===== src/rtl/harness_macros.svh =====
/* Width, memory map, SRAM depth and debug delay constants
   shared by the harness fabric */

`ifndef HARNESS_MACROS_SVH
`define HARNESS_MACROS_SVH

// ----------------------------------------------------------
// Widths
// ----------------------------------------------------------
`define HARNESS_ADDR_W 32
`define HARNESS_DATA_W 32
`define HARNESS_CNT_W 16

// ----------------------------------------------------------
// Memory map
// ----------------------------------------------------------
`define HARNESS_DBG_BASE 32'h0000_0000
`define HARNESS_DBG_LEN 32'h0000_0100
`define HARNESS_ROM_BASE 32'h0001_0000
`define HARNESS_ROM_LEN 32'h0000_0040
// SRAM occupies the upper half and wraps at its depth
`define HARNESS_SRAM_BASE 32'h8000_0000

// SRAM depth in words
`define HARNESS_SRAM_WORDS 256

// Cycles after power-on reset with the halt request held back
`define HARNESS_DM_DELAY 20

`endif


===== src/rtl/harness_pkg.sv =====
/* Shared vector types, target codes and bus FSM states */

`include "harness_macros.svh"

package harness_pkg;

  // ----------------------------------------------------------
  // Bus and debug vectors
  // ----------------------------------------------------------
  typedef logic [`HARNESS_ADDR_W-1:0]   addr_t;
  typedef logic [`HARNESS_DATA_W-1:0]   data_t;
  typedef logic [`HARNESS_DATA_W/8-1:0] strb_t;
  typedef logic [1:0]                   dmi_addr_t;
  typedef logic [`HARNESS_CNT_W-1:0]    count_t;

  // Decoded target of a bus access
  typedef logic [1:0] target_t;

  localparam target_t TGT_NONE = 2'd0;
  localparam target_t TGT_ROM  = 2'd1;
  localparam target_t TGT_SRAM = 2'd2;
  localparam target_t TGT_DBG  = 2'd3;

  // Fabric handshake FSM
  typedef enum logic [1:0] {
    BUS_IDLE,
    BUS_ACCESS,
    BUS_ACK,
    BUS_RELEASE
  } bus_state_e;

endpackage


===== src/rtl/boot_rom.sv =====
/* Boot ROM: fixed 16-word table with a registered read */

`timescale 1ns/1ps

module boot_rom (
  input  logic               clk_i,
  input  logic               rst_ni,
  input  logic               req_i,
  input  harness_pkg::addr_t addr_i,
  output harness_pkg::data_t rdata_o
);

  import harness_pkg::*;

  localparam int unsigned ROM_WORDS = 16;
  localparam data_t       ROM_TAG   = 32'hB007_0000;

  data_t      rom_table [ROM_WORDS];
  logic [3:0] rom_idx;

  // Word i holds the tag plus its index
  always_comb begin
    for (int unsigned i = 0; i < ROM_WORDS; i++) begin
      rom_table[i] = ROM_TAG + data_t'(i);
    end
  end

  assign rom_idx = addr_i[5:2];

  always_ff @(posedge clk_i or negedge rst_ni) begin
    if (!rst_ni) begin
      rdata_o <= '0;
    end else if (req_i) begin
      rdata_o <= rom_table[rom_idx];
    end
  end

endmodule


===== config.mk =====
export PLATFORM = sky130hd
export DESIGN_NAME = boot_rom
export DESIGN_NICKNAME = d
export VERILOG_FILES = /design/src/rtl/harness_pkg.sv /design/src/rtl/boot_rom.sv
export VERILOG_INCLUDE_DIRS = /design/src /design/src/rtl
export SDC_FILE = /design/constraint.sdc
export NUM_CORES = 1
export LEC_CHECK = 0
export BUFFER_PORTS_ARGS = -buffer_cell sky130_fd_sc_hd__buf_4
export CORE_MARGIN = 10
export CORE_UTILIZATION = 28
export CTS_CLUSTER_SIZE = 10
export DETAILED_ROUTE_END_ITERATION = 10
export GPL_ROUTABILITY_DRIVEN = 0
export GPL_TIMING_DRIVEN = 0
export HOLD_SLACK_MARGIN = 0.02
export PLACE_DENSITY = 0.83
export SETUP_SLACK_MARGIN = 0.2
export SYNTH_ARGS = -nofsm -noshare
export SYNTH_HDL_FRONTEND = slang
export SYNTH_SLANG_ARGS = --single-unit

===== constraint.sdc =====
create_clock -name clk_i -period 2.2 [get_ports clk_i]
set_input_delay 0 -clock clk_i [delete_from_list [all_inputs] [get_ports clk_i]]
set_output_delay 0 -clock clk_i [all_outputs]
set_load 0.02 [all_outputs]

; ---- Word level (Yosys, flattened, before mapping)
; Memory sizes are Yosys's and may differ from the RTL's. A register that Yosys moved wholly into a read port is not among the register bits.
; Index checks and enable logic that the tools add are counted.
[classes]
n_bitwise = 1
reduce_logical = 1
[op_table]
columns = operator, n
row1 = 4-bit NOT with 5-bit output, 1
row2 = 1-bit zero test, 1
[totals]
ff_bits = 0
romBits = 512
input_bits = 35
out_inout_bits = 32
mem_count = 1
[mem_list]
columns = memory, words, word_bits, read_ports, rd_ports_with_merged_regs, wr, line
row1 = (name not given), 16, 32, 1, 1, 0, boot_rom.sv:34  ; rdata_o <= rom_table[rom_idx];

; ---- Longest topological paths before layout
; Gate-level depths: netlist of run 1.
[depth]
depth_word = 1
ltp_mapped = 1
depth_no_buf = 1

; ---- Worst setup path before layout of run 1
; No wires, ideal clock.
[synth_path]
path_kind = reg2reg
startpoint = reg, netlist name rdata_o[28]
endpoint = reg rdata_o[28]
t_arrival_ps = 772
required_ps = 2073
setup_slack_ps = 1300
stages_incl_launch_ff = 2
path_buffers = 0
period_less_slack_ps = 900
path_cell_list = dfrtp_1 or2_2
[synth_rtl]
columns = element, line
row1 = to (decl), boot_rom.sv:10  ; output harness_pkg::data_t rdata_o

==> results of run 1 <==
==> logic make-up after synthesis <==
group	Yosys count	share of synthesized area
buf+inv	27	0.529
flops	5	0.327
mux	4	0.118
other cells	1	0.00979
simple gates	1	0.0164
==> cell usage in the layout, fill, tap and decap left out <==
master and n:
clkbuf_4 3, mux2_2 4, dfrtp_1 5, buf_4 43, or2_2 1, conb_1 22
dlygate4sd3_1 6, clkbuf_1 1
==> worst paths after layout <==
path / startpoint / end / depth (start not counted) / slack, ps
min: rst_ni / rdata_o[0]$_DFFE_PN0P_ / 2 / 100
max: rdata_o[28]$_DFFE_PN0P_ / rdata_o[18] / 2 / 1220
max in group asynchronous: rst_ni / rdata_o[2]$_DFFE_PN0P_ / 2 / 1990
min in group clk_i: rdata_o[0]$_DFFE_PN0P_ / rdata_o[0]$_DFFE_PN0P_ / 1 / 510
min reg2reg: rdata_o[0]$_DFFE_PN0P_ / rdata_o[0]$_DFFE_PN0P_ / 1 / 510
max reg2reg: rdata_o[28]$_DFFE_PN0P_ / rdata_o[28]$_DFFE_PN0P_ / 1 / 1350
==> report_power, final <==
group / internal [mW] / switching, mW / total [mW] / leakage (nW)
Clock: 0.0685 / 0.0361 / 0.105 / 0.0150
Sequential: 0.0997 / 0.00387 / 0.104 / 0.0555
Combinational: 0.0553 / 0.0604 / 0.116 / 0.327
Total: 0.223 / 0.100 / 0.324 / 0.398
==> final cells by class <==
cell class / count / area (µm²) / area share
tap: 15 / 18.8 / 0.0273
timing repair buffer: 22 / 180 / 0.262
buffer: 27 / 203 / 0.295
sequential: 5 / 125 / 0.182
clock buffer: 4 / 26.3 / 0.0383
multi-input combinational: 27 / 134 / 0.195
==> timing repair <==
action                                  in CTS  in global routing
endpoints found under the setup margin       0                  0
hold buffers                                 6                  0
hold endpoints to repair                    10                  0
==> stage by stage <==
| stage | hold WS, ps | setup slack, ps | instance area, µm² |
|---|---|---|---|
| 2_1_floorplan | -296 | 1300 | 462 |
| 4_1_cts | 96.4 | 1200 | 687 |
| 3_3_place_gp | -196 | 1370 | 601 |
| 3_5_place_dp | -195 | 1340 | 601 |
| 5_1_grt | 107 | 1170 | 687 |
| 6_report | 105 | 1220 | 687 |
==> layer usage <==
layer  vias to the layer above  part of all wire
met1                       129              0.31
met4                         0                 0
li1                        162                 -
met3                         0              0.23
met2                        27              0.46
met5                         -                 0
==> flow_summary_export.csv, run 1 <==
group,metric,value,unit
detailed_routing,vias_per_cell,3.18,
clocking,cts_root_buf,"clkbuf_4",
global_route,gr-usage-met1,0.0574,
global_route,overflow,0,
setup_path,crit_path_cell_trace,"buf_4 -> buf_4",
timing,final_max_slew_viol_count,0,
timing,finClkSkew,0,ps
detailed_routing,drt_iter0_markers,3,
run,max_cap_violations,0,
final_layout,largest_reg_flops,5,
setup_path,worstSetupPathType,"flop to primary output",
final_layout,final_nets,121,
floorplan,dieArea,0.00325,mm²
synthesis,synth_commonest_cells,"27 x buf_4, 5 x dfrtp_1, 4 x mux2_2",
setup_path,start_kind,"flop",
detailed_routing,wire_per_inst,10.2,µm
final_layout,largest-register,"rdata_o",
status,status,"completed",
floorplan,start_util,0.294,
global_route,antenna_found_initial,0,
synthesis,synthArstFlopShare,1.00,
clocking,cts_setup_buffers,0,
detailed_routing,drtAntennaViolNets,0,
detailed_routing,drtPass1Iterations,2,
global_route,grt_util_all_layers,0.0642,
synthesis,synth_ff_type,"dfrtp_1",
final_layout,nFillCells,124,
clocking,insertion_delay,240,ps
global_route,grt_pass1_wl,1680,µm
setup_path,endpoint_kind,"primary output",
synthesis,synth_top_area_cell,"buf_4",
global_route,busiest_layer,"met2",
final_layout,final-instance-count-excl-fill,100,
timing,period_share,0.445,
setup_path,cp.buffers_inverters,2,
floorplan,num_rows,13,
synthesis,synth_area_per_cell,10.1,µm²
timing,setup_violations,0,
global_route,grt_pass1_vias,352,
synthesis,synth.area.top_cells,"buf_4 53%, dfrtp_1 33%, mux2_2 12%",
final_layout,top_regs,"rdata_o: 5 flops",
setup_path,cp.required,2200,ps
floorplan,pin_count,67,
timing,max_freq,1020,MHz
detailed_routing,vias,318,
timing,hold_viol,0,
timing,rsz0062_at_grt,"false",
final_layout,syn2layout_area_growth,79.4,%
setup_path,worstPathMaxFanout,7,
worst_hold_path,min_path_type,"input port to async pin",
setup_path,arrival,980,ps
final_layout,antenna_cells,0,
synthesis,ys_warn_count,0,
clocking,clock_sinks,5,
timing,fin_setup_tns,0,ps
synthesis,synthDistinctLibCells,5,
placed_design,io_buffer_count,16,
setup_path,cp_top_family,"flip-flops",
placed_design,dp_cells,90,
setup_path,cp_slowest_cell,"dfrtp_1",
power,cellLeakagePower,0.398,nW
clocking,htree_num_levels,1,
power,p_per_area,471,mW/mm²
power,ir_drop,0.305,mV
synthesis,syn_area,383,µm²
synthesis,synth_top_area_share,0.529,
setup_path,cpMostUsedCell,"buf_4",
global_route,grt_max_degree,8,
clocking,cts_tree,"done",
power,total_power,0.324,mW
clocking,cts_buffers,3,
floorplan,die_h,57.0,µm
timing,min_period,978,ps
floorplan,core,0.00130,mm²
floorplan,die_w,57.0,µm
clocking,clkTransAtPathRegs,40,ps
setup_path,max_stage_delay,440,ps
final_layout,fin_util,0.528,
synthesis,synth-edff-count,0,
detailed_routing,drc_errors,0,
global_route,use_met3,0.0575,
clocking,clockBufferDepth,2,
synthesis,synth_seq_cells,5,
synthesis,post-synth-top-count-cell,"buf_4",
clocking,cts-resized-gates,0,
synthesis,yosysSeqAreaShare,0.327,
global_route,use_met2,0.0946,
detailed_routing,wl,1020,µm
synthesis,syn_inst,38,
final_layout,drive_gt1_frac,0.600,
(Power assumes the default switching activity.)
==> run 2, diff against run 1 <==
- CORE_UTILIZATION: 28 -> 23
- PLACE_DENSITY: 0.83 -> 0.73
- clock period: 2.2 -> 0.9 ns (I/O delays scaled with it)
==> run 2 against run 1 <==
The run now ends with negative hold slack, negative setup slack left; global-route usage shrank 1.9 points; total power grew 150%; final cell count shrank 4.0%; wire length shrank 6.5%; register-to-register slack lost 1300 ps; sequential power grew to 2.5 times the previous value; clock power grew 140%; critical endpoint unchanged; largest power group unchanged.
==> flow_summary_export.csv, run 2 (synthesis gave the netlist of run 1 again) <==
group,metric,value,unit
timing,finClkSkew,0,ps
final_layout,drive_gt1_frac,0.700,
global_route,grt_util_all_layers,0.0456,
clocking,insertion_delay,230,ps
clocking,clkTransAtPathRegs,40,ps
final_layout,antenna_cells,0,
clocking,cts_root_buf,"clkbuf_4",
final_layout,largest-register,"rdata_o",
final_layout,final-instance-count-excl-fill,96,
setup_path,endpoint_kind,"primary output",
clocking,cts_hold_buffers,1,
setup_path,start_kind,"flop",
status,status,"finished with violations",
worst_hold_path,min_path_cells,2,
setup_path,reg2reg_from,"rdata_o[28]$_DFFE_PN0P_",
power,cellLeakagePower,0.404,nW
setup_path,crit_path_cell_trace,"buf_4 -> buf_6",
timing,hold_viol,3,
setup_path,cp.required,900,ps
timing,fin_ws,-31.5,ps
detailed_routing,drt_iter0_markers,0,
setup_path,cp.buffers_inverters,2,
timing,whs,-5.63,ps
setup_path,worstSetupPathType,"flop to primary output",
status,violations,"negative hold slack, negative setup slack",
worst_hold_path,min_from,"addr_i[4]",
timing,period_share,1.03,
global_route,antenna_found_initial,0,
floorplan,die_h,60.8,µm
final_layout,multi_input_area,151,µm²
detailed_routing,wl,955,µm
setup_path,r2r_setup_slack,100,ps
power,ir_drop,0.455,mV
detailed_routing,wire_per_inst,9.95,µm
global_route,grt_max_degree,8,
global_route,overflow,0,
floorplan,pin_count,67,
detailed_routing,drc_errors,0,
detailed_routing,drtPass1Iterations,1,
floorplan,start_util,0.248,
final_layout,final_nets,116,
setup_path,worstRegToRegCells,1,
final_layout,syn2layout_area_growth,81.7,%
placed_design,dp_cells,91,
timing,final_max_slew_viol_count,0,
global_route,grt_pass1_vias,274,
power,p_per_area,1150,mW/mm²
clocking,clockBufferDepth,2,
final_layout,largest_reg_flops,5,
clocking,cts_setup_buffers,0,
global_route,grt_pass1_wl,1240,µm
detailed_routing,vias_per_cell,2.97,
setup_path,cp_top_family,"flip-flops",
setup_path,reg2reg_to,"rdata_o[28]$_DFFE_PN0P_",
timing,rsz0062_at_grt,"true",
final_layout,top_regs,"rdata_o: 5 flops",
final_layout,seqCellArea,131,µm²
worst_hold_path,min_path_type,"input port to flop",
floorplan,dieArea,0.00370,mm²
timing,min_period,931,ps
detailed_routing,vias,285,
timing,setup_violations,5,
clocking,clock_sinks,5,
clocking,cts_tree,"done",
setup_path,arrival,930,ps
timing,max_freq,1070,MHz
placed_design,pre_cts_slack,121,ps
setup_path,worstPathMaxFanout,7,
clocking,cts_buffers,3,
floorplan,num_rows,14,
floorplan,core,0.00154,mm²
final_layout,final_cell_mix,"34 x buf_4, 22 x conb_1, 9 x buf_6",
floorplan,die_w,60.8,µm
detailed_routing,drtAntennaViolNets,0,
clocking,htree_num_levels,1,
final_layout,nFillCells,155,
setup_path,max_stage_delay,430,ps
worst_hold_path,whs_endpoint,"rdata_o[2]$_DFFE_PN0P_",
setup_path,cp_slowest_cell,"dfrtp_2",
run,max_cap_violations,0,
final_layout,final_common_cell,"buf_4",
placed_design,io_buffer_count,16,
## run 2: area by class of cell
| class | instances | share of cell area |
|---|---|---|
| Sequential cell | 5 | 0.189 |
| Buffer | 27 | 0.291 |
| Timing Repair Buffer | 17 | 0.236 |
| Tap cell | 16 | 0.0288 |
| Multi-Input combinational cell | 27 | 0.218 |
| Clock buffer | 4 | 0.0378 |
## run 2: how the worst max path moves through the flow
stage | cells after the start | end | start
3_3_place_gp | 1 | rdata_o[28]$_DFFE_PN0P_ | rdata_o[28]$_DFFE_PN0P_
6_report | 2 | rdata_o[18] | rdata_o[28]$_DFFE_PN0P_
5_1_grt | 2 | rdata_o[17] | rdata_o[28]$_DFFE_PN0P_
2_1_floorplan | 1 | rdata_o[28]$_DFFE_PN0P_ | rdata_o[28]$_DFFE_PN0P_
3_5_place_dp | 1 | rdata_o[28]$_DFFE_PN0P_ | rdata_o[28]$_DFFE_PN0P_
4_1_cts | 2 | rdata_o[17] | rdata_o[28]$_DFFE_PN0P_
## run 2: what timing repair did
item                                    in CTS  in global routing
pin swaps                                    1                  0
gates resized for setup                     13                  0
endpoints found under the setup margin      15                 15
endpoints found under the hold margin        9                  4
## run 2: report_power, final
group	switching (mW)	total [mW]	internal, mW
Combinational	0.144	0.287	0.143
Clock	0.0853	0.253	0.167
Sequential	0.0138	0.261	0.247
Total	0.244	0.801	0.557
## run 2: layer usage
layer / GRT usage / vias to the layer above / part of all wire
li1: - / 152 / -
met1: 0.0315 / 115 / 0.30
met2: 0.0888 / 18 / 0.56
met3: 0.0271 / 0 / 0.14
met4: 0.0282 / 0 / 0
met5: 0 / - / 0
## run 2: through the flow
stage	hold slack, ps	TNS (ps)	instance area (µm²)	util	total power [mW]
after floorplan	-296	0	470	-	0.454
after global placement	-197	0	611	0.396	0.512
after detailed placement	-195	0	611	0.396	0.514
after CTS	-10.4	-248	696	0.451	0.807
after global routing	-7.77	-366	696	0.451	0.844
final	-5.63	-156	696	0.451	0.801
==> run 3, diff against run 2 <==
- CORE_MARGIN: 10 -> 2
==> run 3 against run 2 <==
The run still ends with negative hold slack, negative setup slack left; critical endpoint is now rdata_o[28]; setup slack worse by 13 ps; register-to-register slack is essentially flat; cell area increased by 0.54%; sequential share of layout area decreased by 0.10 points; total power shrank 0.36%; maximum frequency shrank 1.3%; clock skew is the same; clock power about the same.
==> flow_summary_export.csv, run 3 (synthesis gave the netlist of run 1 again) <==
group,metric,value,unit
clocking,cts_root_buf,"clkbuf_4",
detailed_routing,wl_met3,82,µm
run,max_cap_violations,0,
final_layout,syn2layout_area_growth,82.7,%
final_layout,drive_gt1_frac,0.700,
detailed_routing,drtAntennaViolNets,0,
final_layout,largest-register,"rdata_o",
clocking,clkTransAtPathRegs,40,ps
setup_path,worstSetupPathType,"flop to primary output",
status,violations,"negative hold slack, negative setup slack",
timing,final_max_slew_viol_count,0,
clocking,cts_buffers,3,
floorplan,pin_count,67,
detailed_routing,wl_met1,181,µm
power,ir_drop,0.532,mV
global_route,grt_pass1_vias,209,
floorplan,num_rows,14,
detailed_routing,dr_wl_met2,436,µm
power,cellLeakagePower,0.407,nW
detailed_routing,vias_per_cell,2.91,
floorplan,dieArea,0.00201,mm²
timing,min_period,944,ps
global_route,overflow,0,
floorplan,core,0.00154,mm²
floorplan,die_h,44.8,µm
timing,period_share,1.05,
clocking,cts_hold_buffers,1,
clocking,insertion_delay,230,ps
final_layout,largest_reg_flops,5,
clocking,htree_num_levels,1,
status,status,"finished with violations",
timing,fin_ws,-44.2,ps
clocking,clock_sinks,5,
timing,setup_violations,5,
floorplan,die_w,44.8,µm
timing,rsz0062_at_grt,"true",
final_layout,final_nets,116,
worst_hold_path,min_path_type,"input port to flop",
detailed_routing,drtPass1Iterations,2,
placed_design,hpwl,614,µm
power,p_per_area,1140,mW/mm²
setup_path,endpoint_kind,"primary output",
placed_design,dp_cells,91,
worst_hold_path,min_path_cells,2,
final_layout,top_regs,"rdata_o: 5 flops",
detailed_routing,top_layer_used,"met3",
timing,fin_setup_tns,-194,ps
clocking,clockBufferDepth,2,
final_layout,final_cell_mix,"33 x buf_4, 22 x conb_1, 10 x buf_6",
floorplan,start_util,0.248,
timing,hold_viol,2,
setup_path,arrival,940,ps
setup_path,worstPathMaxFanout,7,
final_layout,final_common_cell,"buf_4",
clocking,cts_tree,"done",
global_route,grt_pass1_wl,903,µm
final_layout,final-instance-count-excl-fill,96,
timing,finClkSkew,0,ps
setup_path,cp.required,900,ps
timing,whs,-3.49,ps
global_route,antenna_found_initial,0,
detailed_routing,wl,700,µm
global_route,grt_util_all_layers,0.0681,
placed_design,io_buffer_count,16,
detailed_routing,drt_iter0_markers,3,
setup_path,worstRegToRegCells,1,
detailed_routing,wire_per_inst,7.29,µm
final_layout,antenna_cells,0,
detailed_routing,drc_errors,0,
timing,max_freq,1060,MHz
setup_path,start_kind,"flop",
global_route,grt_max_degree,8,
detailed_routing,vias,279,
run 3: cell type report:
type | instances | area (µm²)
buffer | 27 | 206
clock buffer | 4 | 26.3
fill | 162 | 842
multi-input combinational | 27 | 151
sequential | 5 | 131
tap | 16 | 20.0
timing repair buffer | 17 | 164
run 3: critical path, stage by stage (launching register included):
cell,delay [ps]
dfrtp_2,440
buf_4,150
buf_6,120
run 3: power breakdown:
group / switching (mW) / internal [mW] / leakage (nW)
registers: 0.0132 / 0.247 / 0.0512
clock network: 0.0871 / 0.167 / 0.0150
logic: 0.140 / 0.143 / 0.341
run 3: repair_timing:
item	CTS	global route
cloned	0	0
setup endpoints to repair	15	15
resized for setup	13	1
setup buffers	0	0
hold endpoints to repair	9	4
pin swaps	1	1
run 3: worst paths after layout:
| path | from | end | slack (ps) |
|---|---|---|---|
| setup / recovery | rdata_o[28]$_DFFE_PN0P_ | rdata_o[28] | -40 |
| min in group asynchronous | rst_ni | rdata_o[2]$_DFFE_PN0P_ | 100 |
| hold / removal | addr_i[5] | rdata_o[3]$_DFFE_PN0P_ | -3 |
| hold reg to reg | rdata_o[1]$_DFFE_PN0P_ | rdata_o[1]$_DFFE_PN0P_ | 520 |
| setup reg to reg | rdata_o[28]$_DFFE_PN0P_ | rdata_o[28]$_DFFE_PN0P_ | 110 |
| max in group asynchronous | rst_ni | rdata_o[3]$_DFFE_PN0P_ | 690 |
run 3: per-stage QoR:
stage                     utilization  hold WS (ps)  area [µm²]  worst slack (ps)  total power [mW]
after global routing            0.454         -17.9         699             -89.3             0.855
after floorplan                     -          -296         470              85.0             0.454
after global placement          0.396          -197         611               128             0.510
after detailed placement        0.396          -197         611               126             0.513
final                           0.454         -3.49         699             -44.2             0.798
after CTS                       0.451         -10.8         696             -50.5             0.810
run 3: routing by layer:
layer / vias up / GRT usage
met5: - / 0
met4: 0 / 0.0529
met3: 0 / 0.0360
met2: 16 / 0.125
met1: 112 / 0.0520
li1: 151 / -
