## config.mk

```make
export PLATFORM = sky130hd
export DESIGN_NAME = bus_fabric
export DESIGN_NICKNAME = d
export VERILOG_FILES = /design/src/rtl/harness_pkg.sv /design/src/rtl/bus_fabric.sv
export VERILOG_INCLUDE_DIRS = /design/src /design/src/rtl
export SDC_FILE = /design/constraint.sdc
export NUM_CORES = 1
export LEC_CHECK = 0
export BUFFER_PORTS_ARGS = -buffer_cell sky130_fd_sc_hd__buf_2
export CAP_MARGIN = 20
export CELL_PAD_IN_SITES_DETAIL_PLACEMENT = 0
export CELL_PAD_IN_SITES_GLOBAL_PLACEMENT = 1
export CORE_MARGIN = 8
export CORE_UTILIZATION = 33
export CTS_BUF_LIST = sky130_fd_sc_hd__clkbuf_2
export CTS_CLUSTER_SIZE = 16
export DETAILED_ROUTE_END_ITERATION = 6
export PLACE_DENSITY_LB_ADDON = 0.1
export SLEW_MARGIN = 20
export SYNTH_ARGS = -nofsm -noshare
export SYNTH_HDL_FRONTEND = slang
export SYNTH_SLANG_ARGS = --single-unit
```

## constraint.sdc

```tcl
create_clock -name clk_i -period 3.1 [get_ports clk_i]
set_clock_uncertainty 0.05 [all_clocks]
set_input_delay 0.465 -clock clk_i [delete_from_list [all_inputs] [get_ports clk_i]]
set_output_delay 0.465 -clock clk_i [all_outputs]
set_load 0.02 [all_outputs]
```

## src/rtl/harness_macros.svh

```systemverilog
/* Width, memory map, SRAM depth and debug delay constants
   shared by the harness fabric */

`ifndef HARNESS_MACROS_SVH
`define HARNESS_MACROS_SVH

// ----------------------------------------------------------
// Widths
// ----------------------------------------------------------
`define HARNESS_ADDR_W 32
`define HARNESS_DATA_W 32
`define HARNESS_CNT_W 16

// ----------------------------------------------------------
// Memory map
// ----------------------------------------------------------
`define HARNESS_DBG_BASE 32'h0000_0000
`define HARNESS_DBG_LEN 32'h0000_0100
`define HARNESS_ROM_BASE 32'h0001_0000
`define HARNESS_ROM_LEN 32'h0000_0040
// SRAM occupies the upper half and wraps at its depth
`define HARNESS_SRAM_BASE 32'h8000_0000

// SRAM depth in words
`define HARNESS_SRAM_WORDS 256

// Cycles after power-on reset with the halt request held back
`define HARNESS_DM_DELAY 20

`endif

```

## src/rtl/harness_pkg.sv

```systemverilog
/* Shared vector types, target codes and bus FSM states */

`include "harness_macros.svh"

package harness_pkg;

  // ----------------------------------------------------------
  // Bus and debug vectors
  // ----------------------------------------------------------
  typedef logic [`HARNESS_ADDR_W-1:0]   addr_t;
  typedef logic [`HARNESS_DATA_W-1:0]   data_t;
  typedef logic [`HARNESS_DATA_W/8-1:0] strb_t;
  typedef logic [1:0]                   dmi_addr_t;
  typedef logic [`HARNESS_CNT_W-1:0]    count_t;

  // Decoded target of a bus access
  typedef logic [1:0] target_t;

  localparam target_t TGT_NONE = 2'd0;
  localparam target_t TGT_ROM  = 2'd1;
  localparam target_t TGT_SRAM = 2'd2;
  localparam target_t TGT_DBG  = 2'd3;

  // Fabric handshake FSM
  typedef enum logic [1:0] {
    BUS_IDLE,
    BUS_ACCESS,
    BUS_ACK,
    BUS_RELEASE
  } bus_state_e;

endpackage

```

## src/rtl/bus_fabric.sv

```systemverilog
/* Four-phase bus slave with address decoder, one-cycle target strobe
   and response mux; unmapped and illegal accesses complete with an error */

`timescale 1ns/1ps
`include "harness_macros.svh"

module bus_fabric (
  input  logic                 clk_i,
  input  logic                 rst_ni,
  input  logic                 bus_req_i,
  input  logic                 bus_we_i,
  input  harness_pkg::addr_t   bus_addr_i,
  input  harness_pkg::strb_t   bus_be_i,
  input  harness_pkg::data_t   bus_wdata_i,
  output logic                 bus_ack_o,
  output harness_pkg::data_t   bus_rdata_o,
  output logic                 bus_err_o,
  output harness_pkg::target_t mem_req_o,
  output logic                 mem_we_o,
  output harness_pkg::addr_t   mem_addr_o,
  output harness_pkg::strb_t   mem_be_o,
  output harness_pkg::data_t   mem_wdata_o,
  input  harness_pkg::data_t   rom_rdata_i,
  input  harness_pkg::data_t   sram_rdata_i,
  input  harness_pkg::data_t   dbg_rdata_i
);

  import harness_pkg::*;

  localparam addr_t DBG_BASE  = `HARNESS_DBG_BASE;
  localparam addr_t DBG_LEN   = `HARNESS_DBG_LEN;
  localparam addr_t ROM_BASE  = `HARNESS_ROM_BASE;
  localparam addr_t ROM_LEN   = `HARNESS_ROM_LEN;
  localparam addr_t SRAM_BASE = `HARNESS_SRAM_BASE;

  bus_state_e state_q;
  target_t    dec_tgt;
  target_t    tgt_q;
  logic       err_q;
  data_t      rdata_mux;
  data_t      rdata_q;

  // ----------------------------------------------------------
  // Address decode
  // ----------------------------------------------------------
  always_comb begin
    dec_tgt = TGT_NONE;
    if ((bus_addr_i - DBG_BASE) < DBG_LEN) begin
      // Only data0 at offset 0 is mapped
      if (bus_addr_i == DBG_BASE) begin
        dec_tgt = TGT_DBG;
      end
    end else if ((bus_addr_i - ROM_BASE) < ROM_LEN) begin
      if (!bus_we_i) begin
        dec_tgt = TGT_ROM;
      end
    end else if (bus_addr_i >= SRAM_BASE) begin
      dec_tgt = TGT_SRAM;
    end
  end

  always_ff @(posedge clk_i or negedge rst_ni) begin
    if (!rst_ni) begin
      state_q <= BUS_IDLE;
      tgt_q   <= TGT_NONE;
      err_q   <= 1'b0;
    end else begin
      case (state_q)
        BUS_IDLE: begin
          if (bus_req_i) begin
            state_q <= BUS_ACCESS;
            tgt_q   <= dec_tgt;
          end
        end
        BUS_ACCESS: state_q <= BUS_ACK;
        BUS_ACK: begin
          state_q <= BUS_RELEASE;
          err_q   <= (tgt_q == TGT_NONE);
        end
        BUS_RELEASE: begin
          if (!bus_req_i) begin
            state_q <= BUS_IDLE;
            err_q   <= 1'b0;
          end
        end
        default: state_q <= BUS_IDLE;
      endcase
    end
  end

  // Request fields held for the strobe
  always_ff @(posedge clk_i) begin
    if (state_q == BUS_IDLE && bus_req_i) begin
      mem_we_o    <= bus_we_i;
      mem_addr_o  <= bus_addr_i;
      mem_be_o    <= bus_be_i;
      mem_wdata_o <= bus_wdata_i;
    end
  end

  assign mem_req_o = (state_q == BUS_ACCESS) ? tgt_q : TGT_NONE;

  // ----------------------------------------------------------
  // Response
  // ----------------------------------------------------------
  always_comb begin
    case (tgt_q)
      TGT_ROM:  rdata_mux = rom_rdata_i;
      TGT_SRAM: rdata_mux = mem_we_o ? '0 : sram_rdata_i;
      TGT_DBG:  rdata_mux = mem_we_o ? '0 : dbg_rdata_i;
      default:  rdata_mux = '0;
    endcase
  end

  always_ff @(posedge clk_i) begin
    if (state_q == BUS_ACK) begin
      rdata_q <= rdata_mux;
    end
  end

  assign bus_ack_o   = (state_q == BUS_RELEASE);
  assign bus_rdata_o = rdata_q;
  assign bus_err_o   = err_q;

endmodule

```

* Yosys cells after proc, flatten, opt, wreduce, memory -nomap -nowiden
Index checks and enable logic that the tools add are counted.
W data, S select, Z words.
** Storage, ports and cells
- Register bits :: 106
- Bits in latches :: 0
- Bits in writable memories :: 0
- ROM bits :: 0
- Input bits :: 168
- Output and inout bits :: 105
- Logic and storage cells :: 42
- Memories :: 0
** Operators by class
- Add/sub/neg operators :: 1
- Multiply operators :: 0
- Divide/modulo/power cells :: 0
- Order comparisons :: 3
- Equal/unequal tests :: 8
- Shift operators :: 0
- Mux-type cells :: 14
- Bitwise gates (word level) :: 0
- Reductions and logical operators :: 8
** Operators by type and width (number)
- $pmux W32 S3 :: 1
- $mux W32 :: 2
- $ge A32 B32 Y1 const B :: 1
- $logic_not A32 Y1 :: 1
- $lt A32 B7 Y1 const B :: 1
- $lt A32 B9 Y1 const B :: 1
- $sub A32 B17 Y32 const B :: 1
- $mux W2 :: 7
- $eq A2 B2 Y1 const B :: 4
- $pmux W2 S4 :: 1
- $reduce_and A2 Y1 :: 3
- $eq A2 B1 Y1 const B :: 2
- $logic_not A2 Y1 :: 2
- $ne A2 B2 Y1 const B :: 2
- $mux W1 :: 2
- $pmux W1 S2 :: 1
- $reduce_bool A2 Y1 :: 1
- $logic_and A1 B1 Y1 :: 1

* Logic depth before layout (Yosys ltp)
Gate-level depths: netlist (run 1).
- Depth after elaboration :: 4
- Gate-level depth with buffers :: 6
- Gate-level depth less buffers :: 5

* Worst setup path before layout (run 1)
Ideal clock, no wire load.
- Kind :: register -> register
- From :: register state_q[0]
- To :: register mem_addr_o[0], enable pin
- Setup time :: 0.423 ns
- Arrival :: 2.122 ns
- Required time :: 2.627 ns
- Slack :: 0.505 ns
- Stages on the path, launching flop included :: 5
- Buffers on the path :: 0
- Period minus slack after synthesis :: 2.595 ns
- Path through :: dfrtp_1 inv_1 ha_1 nand2_1 inv_1
** On the way
- Longest elaborated chain between the ends :: 2
** RTL lines
- from (decl) :: RTL line bus_fabric.sv:36 : bus_state_e state_q;
- from (signal assigned) :: RTL line bus_fabric.sv:64 : state_q <= BUS_IDLE;
- from (signal assigned) :: RTL line bus_fabric.sv:71 : state_q <= BUS_ACCESS;
- from (signal assigned) :: RTL line bus_fabric.sv:75 : BUS_ACCESS: state_q <= BUS_ACK;
- $logic_not A2 Y1 :: RTL line bus_fabric.sv:93 : if (state_q == BUS_IDLE && bus_req_i) begin
- $logic_and A1 B1 Y1 :: RTL line bus_fabric.sv:93
- to (signal assigned) :: RTL line bus_fabric.sv:95 : mem_addr_o <= bus_addr_i;
- to (decl) :: RTL line bus_fabric.sv:20 : output harness_pkg::addr_t mem_addr_o,
No other way between the ends.
A chain may end at the register's enable or synchronous reset.

* Worst setup path in the final report (run 1)
- From :: register tgt_q[0]
- To :: output port mem_req_o[0]
** On the way
- Longest elaborated chain between the ends :: 1
** RTL lines
- from (decl) :: RTL line bus_fabric.sv:38 : target_t tgt_q;
- from (signal assigned) :: RTL line bus_fabric.sv:72 : tgt_q <= dec_tgt;
- $mux W2 :: RTL line bus_fabric.sv:101 : assign mem_req_o = (state_q == BUS_ACCESS) ? tgt_q : TGT_NONE;
- to (decl) :: RTL line bus_fabric.sv:18 : output harness_pkg::target_t mem_req_o,
No other way between the ends.

==> impl_results.md, run 1 <==
- Ys Warns: 0
- CTS Buffer Depth: 2
- Area Growth Syn to Fin: 59.5%
- WL final: 13800 um
- Seq/Total Area, Yosys: around 77%
- Minimum clock period: 2.43 ns
- IO Pins: 273
- Share of layout cells above drive strength 1: roughly half
- CP endpoint kind: output pin
- NumNets Final: 774
- Initial DRC Count: roughly 180
- Grt total ovfl: 0
- Cts bufs inserted: 9
- Reg-to-Reg Start: state_q[1]$_DFFE_PN0P_
- Multi-input gate area: between 800 and 900 um^2
- First-pass GRT wire length: just over 20000 um
- RSZ-0062 raised after global routing: no
- Die height: between 100 and 150 um
- Clock Latency Late Sink: 0.59 ns
- Pin count of the biggest net entering global routing: 40
- Crit Path Max Fanout: 28
- Max-capacitance violation count: 0
- Starting Density: 33.9%
- Syn Nets: around 430
- PortBufs: 272
- Leading area contributor after synthesis: edfxtp_1
- WHS Endpoint: bus_rdata_o[21]$_DFFE_PP_
- CP Launch Type: register
- Mapped Area: 0.00409 mm^2
- TritonCTS clock tree: built
- CORE AREA: between 0.01 and 0.015 mm^2
- Critical Path Slowest Stage Cell: dfrtp_2
- FILL cells: 1054
- Initial antenna violation count: 0
- GRT Total Usage: approximately 17%
- Synth unique cells: 25
- Kind of critical path: reg -> out
- Share of the synthesized area in the top cell type: 74.1%
- FF/Latch Area: approximately 0.0032 mm^2
- Final Cycle Share: 78.5%
- Clk root buf: clkbuf_2
- R2R setup slack: roughly 1 ns
- Number of remaining DRC errors: 0
- H-Tree Depth: 3
- Final Cell Area: roughly 0.0065 mm^2
- R2R Path End: mem_addr_o[0]$_DFFE_PP_
- Worst Reg2Reg Path Length in Cells: 5
- Post-DR wirelength/cell: roughly 18 um
- Dpl ws: around 1 ns
- Via/cell ratio: 4.36
- Cell row count: 40
- Area contributors post-synth: edfxtp_1 (74%), mux2i_1 (8.3%), o21ai_0 (3.9%), nand2_1 (3.4%), dfrtp_1 (3.1%)
- Worst hold slack: roughly 0.062 ns
- Min-delay src: rom_rdata_i[21]
- Dpl cell area: between 0.005 and 0.006 mm^2
- Pins Over Slew Limit: 0
- Pwr Density: about 660 mW/mm^2
- Final ANT Viol Nets: 0
- Post-CTS sizing: 0
- Worst Path Buf+Inv: 1
- Worst EP arrival: roughly 1.9 ns
- Leak: between 2 and 3 nW
- CTS clk-pin slew, worst paths: roughly 0.30 ns
- VDD IR max: slightly above 0.4 mV
- Worst Path Required: 2.58 ns
- Fmax: ~410 MHz
- Mean Syn Cell Area: 16.1 um^2
- Clk sinks: ~110
- Routability cong.: roughly 0.76
- Worst hold stages: 3
- Outcome: complete, no violations
- Die area: around 0.016 mm^2
- DRT Pass-1 Iters: 4
- Setup TNS: 0 ns
- Crit path max-delay family: flip-flops
- DIE WIDTH: around 130 um
- Final Power: roughly 4.3 mW
- Number of global-route vias before repair: about 3600
- Slew @ Worst Pin: ~0.78 ns
- Via count of the routed design: between 3000 and 4000
- Dpl hpwl: 10300 um
- Worst setup margin: between 0.6 and 0.7 ns
- Fin. Hold Viols: 0
- Yosys reg bits: around 110
- CP Cell Sequence: and2_1 > buf_2
- Hold Crit Class: in -> reg
- Slew headroom: roughly 48%
- Synth Instances: approximately 250
- # diodes: 0
- Setup violations, final: 0
- CP peak stage delay: between 0.9 and 1 ns
[area by class of cell]
class                   instances  area share, %
well taps                     168           3.22
multi-input cells             132           13.2
clock inverters                 6           1.71
flip-flops and latches        106           48.4
repair buffers                347           32.4
clock buffers                  10          0.767
inverters                       5          0.288
[logic make-up after synthesis]
kind of cell	synth area share (%)
fa+ha+maj	1.53
mux	8.32
compound gates	5.17
flops	77.2
buf+inv	1.90
simple gates	5.90
[power by group]
group	switching [mW]	internal, mW
clock	0.464	0.354
combinational	0.919	0.436
sequential	0.0924	2.01
total	1.48	2.81
[layer usage]
layer | part of all wire [%] | global-route usage [%] | vias up
li1 | - | - | 1651
met1 | 37 | 17.3 | 1584
met2 | 54 | 31.2 | 134
met3 | 7.9 | 5.91 | 8
met4 | 1.0 | 3.71 | 0
met5 | 0 | 0 | -
[layout by cell type (no fill, tap or decap), types with 3 or more instances in the layout]
cell type      Yosys  final
inv_1              5      4
o21ai_1            4      4
dlygate4sd3_1      0     71
bufinv_16          0      3
buf_4              1      3
edfxtp_1         101    101
buf_2              5    272
clkbuf_2           0     10
o21ai_0           32     32
dfrtp_1            5      4
nor4_1             5      5
nand2_1           37     37
mux2i_1           34     34
ha_1               5      5
[cell usage after synthesis]
master    instances
a21boi_0          1
and2_1            2
and4_1            1
buf_2             5
buf_4             1
clkbuf_1          3
clkbuf_4          2
dfrtp_1           5
edfxtp_1        101
ha_1              5
inv_1             5
mux2i_1          34
nand2_1          37
nand2b_1          1
nand3_1           1
nand4_1           1
nor2_1            1
nor2b_1           1
nor3_1            2
nor4_1            5
nor4_2            1
o21ai_0          32
o21ai_1           4
o31ai_1           2
o41ai_1           1
[timing repair]
item / in CTS / in global routing
endpoints found under the hold margin: 75 / 0
setup endpoints to repair: 0 / 0
hold buffers: 71 / 0
buffers inserted: 0 / 0
[how the worst max path moves through the flow]
stage / start / end / depth (start not counted)
after floorplan: state_q[0]$_DFFE_PN0P_ / mem_addr_o[0]$_DFFE_PP_ / 4
after global placement: state_q[0]$_DFFE_PN0P_ / mem_wdata_o[3]$_DFFE_PP_ / 5
after detailed placement: state_q[0]$_DFFE_PN0P_ / mem_wdata_o[3]$_DFFE_PP_ / 5
after CTS: tgt_q[0]$_DFFE_PN0P_ / mem_req_o[0] / 2
after global routing: tgt_q[0]$_DFFE_PN0P_ / mem_req_o[0] / 2
final: tgt_q[0]$_DFFE_PN0P_ / mem_req_o[0] / 2
[registers in the layout (all words and copies together) (netlist names)]
register	count
bus_rdata_o	32
mem_addr_o	32
mem_wdata_o	32
mem_be_o	4
state_q	2
tgt_q	2
bus_err_o	1
mem_we_o	1
[worst register-to-register path: cells and delay by family, from the launching register on]
kind	cells	cell delay (ns)
buffers and inverters	3	0.97
DFF	1	0.48
adders and majority gates	1	0.18
and+or+nand+nor	1	0.14
[through the flow]
stage | instances | util, %
after CTS | 774 | 54.1
after global routing | 774 | 54.1
final | 774 | 54.1
after detailed placement | 687 | 46.9
after global placement | 687 | 46.8
after floorplan | 254 | -
No activity file was read; power rests on OpenSTA's default activity.
==> run 2: changes to the inputs <==
Clock period 3.1 ns to 2.4 ns, I/O delays scaled along.
==> run 2 against run 1 <==
Effect of this change:
- utilization up 2.2 points
- global-route usage rose by 0.33 points
- cell area is 4.0% higher
- register-to-register slack got worse by 0.50 ns
- largest cell class unchanged
- clock power decreased by 9.4%
- critical endpoint unchanged
- combinational power rose by 32%
- worst setup slack worse by 0.48 ns
- sequential power up 29%
==> impl_results.md, run 2 (synthesis results as in run 1) <==
- Fmax: 452 MHz
- CP endpoint kind: output pin
- Number of global-route vias before repair: 3888 (+6.7%)
- PortBufs: 272 (unchanged)
- Pin count of the biggest net entering global routing: 58 (+45%)
- Kind of critical path: reg -> out
- Cts bufs inserted: 9 (unchanged)
- Number of remaining DRC errors: 0 (unchanged)
- DRT Pass-1 Iters: 4 (unchanged)
- Initial DRC Count: 191 (+6.7%)
- Flop pwr share: 51.7% (+2.5 points)
- Dpl hpwl: 10300 um (about the same)
- Commonest non-fill, non-tap cell in the layout: buf_2
- Area Growth Syn to Fin: 65.9%
- Post-DR wirelength/cell: 17.4 um (-2.8%)
- Final Power: 5.25 mW (+23%)
- IO Pins: 273 (unchanged)
- NumNets Final: 806 (+4.1%)
- Grt total ovfl: 0 (unchanged)
- Most frequent cells in the layout: buf_2 (272), dlygate4sd3_1 (102), edfxtp_1 (101)
- Psw: 1.91 mW (+29%)
- Slew headroom: 69.9% (+22 points)
- FF/Latch Area: 0.00316 mm^2 (unchanged)
- FILL cells: 1062 (+0.76%)
- Comb pwr share: 34.2% (+2.5 points)
- Via/cell ratio: 4.32 (-1.0%)
- CP peak stage delay: 0.67 ns (-0.26 ns)
- WL final: 14000 um (+1.2%)
- Clock power share: 14.1% (-5.0 points)
- H-Tree Depth: 3 (unchanged)
- Share of layout cells above drive strength 1: 46.2% (-2.6 points)
- DIE WIDTH: 127 um (unchanged)
- CTS clk-pin slew, worst paths: 0.27 ns (-0.03 ns)
- CTS Buffer Depth: 2 (unchanged)
- Die height: 127 um (unchanged)
- Clk root buf: clkbuf_2
- CP Launch Type: register
- Pwr Density: 774 mW/mm^2 (+18%)
- # diodes: 0 (unchanged)
- Int Power: 3.34 mW (+19%)
- Multi-input gate area: 858 um^2 (-0.29%)
- Pins Over Slew Limit: 0 (unchanged)
- Final ANT Viol Nets: 0 (unchanged)
- Max-capacitance violation count: 0 (unchanged)
- Routability cong.: 0.774 (+2.1%)
- Worst EP arrival: 1.80 ns (-0.12 ns)
- Minimum clock period: 2.21 ns
- Final Cycle Share: between 90% and 100%
- Crit Path Max Fanout: 25 (-11%)
- Setup TNS: 0 ns (unchanged)
- CORE AREA: 0.0121 mm^2 (unchanged)
- Post-CTS setup buffer count: 0 (unchanged)
- GRT Total Usage: 16.9% (+0.33 points)
- RSZ-0062 raised after global routing: no
- Hold Crit Class: in -> reg
- Leak: 2.84 nW (+3.4%)
- Outcome: complete, no violations
- Starting Density: 33.9% (unchanged)
- CP Cell Sequence: buf_12 > and2_1 > buf_2
- Initial antenna violation count: 0 (unchanged)
- Via count of the routed design: 3481 (+3.1%)
- Sw frac: 36.4% (+1.9 points)
- Clk sinks: 106 (unchanged)
- Worst Path Required: 1.99 ns (-0.59 ns)
- Hold_buf cts: 102 (+44%)
- Die area: 0.0162 mm^2 (unchanged)
- Post-CTS sizing: 0 (unchanged)
- TritonCTS clock tree: built
- Slew @ Worst Pin: 0.451 ns (-0.329 ns)
- Critical Path Slowest Stage Cell: dfrtp_2
- Clock Latency Late Sink: 0.56 ns (-0.03 ns)
- Cell row count: 40 (unchanged)
- Setup violations, final: 0 (unchanged)
- First-pass GRT wire length: 21300 um (+4.0%)
- Fin. Hold Viols: 0 (unchanged)
- VDD IR max: 0.526 mV (+27%)
## run 2: cell types whose count changed in the layout (fill, tap and decap cells not counted), moves of 2 or more
cell,delta
dlygate4sd3_1,+31
bufinv_16,-3
clkinvlp_4,+2
clkinv_4,+2
## run 2: area by class of cell
cell class                      instances  share of cell area (%)
Tap cell                              168                    3.10
Sequential cell                       106                    46.6
Clock inverter                          6                   0.608
Multi-Input combinational cell        132                    12.6
Inverter                                5                   0.332
Timing Repair Buffer                  379                    36.0
Clock buffer                           10                   0.737
## run 2: critical path: cells and delay by family, from the launching register on
| kind | cells | cell delay, ns |
|---|---|---|
| flops | 1 | 0.67 |
| buf+inv | 2 | 0.41 |
| simple gates | 1 | 0.15 |
## run 2: metrics by stage
step | instances | utilization [%] | hold WS, ns | worst slack [ns] | cell area, um^2
floorplan | 254 | - | 0.0144 | 0.121 | 4100
finish | 806 | 56.3 | 0.0704 | 0.187 | 6790
global placement | 688 | 47.0 | 0.134 | 0.569 | 5670
detailed placement | 688 | 47.0 | 0.144 | 0.541 | 5670
global route | 806 | 56.3 | 0.0164 | 0.0311 | 6790
CTS | 806 | 56.3 | 0.000264 | 0.0778 | 6790
## run 2: power groups by stage
| stage | logic (mW) | clock network, mW | registers, mW |
|---|---|---|---|
| after CTS | 1.83 | 0.776 | 2.72 |
| after global placement | 1.68 | 0 | 2.75 |
| final | 1.79 | 0.741 | 2.72 |
| after global routing | 1.93 | 0.849 | 2.76 |
| after floorplan | 0.416 | 0 | 3.30 |
| after detailed placement | 1.69 | 0 | 2.77 |
## run 2: final timing paths
| path | from | end | slack, ns | cells after the start |
|---|---|---|---|---|
| max | tgt_q[0]$_DFFE_PN0P_ | mem_req_o[0] | 0.19 | 3 |
| min | rom_rdata_i[1] | bus_rdata_o[1]$_DFFE_PP_ | 0.07 | 3 |
| max reg2reg | state_q[0]$_DFFE_PN0P_ | mem_wdata_o[7]$_DFFE_PP_ | 0.48 | 5 |
| min reg2reg | bus_err_o$_DFFE_PN0P_ | bus_err_o$_DFFE_PN0P_ | 0.49 | 2 |
| max in group asynchronous | rst_ni | tgt_q[0]$_DFFE_PN0P_ | 1.47 | 3 |
| min in group asynchronous | rst_ni | state_q[1]$_DFFE_PN0P_ | 0.61 | 3 |
## run 2: metal layers
layer | global-route usage [%] | share of wire, % | wire [um] | vias to the layer above
met3 | 4.70 | 7.0 | 981 | 11
met2 | 32.2 | 55 | 7720 | 139
met1 | 17.3 | 37 | 5120 | 1616
met4 | 5.81 | 1.2 | 174 | 0
li1 | - | - | - | 1715
met5 | 0 | 0 | 0 | -
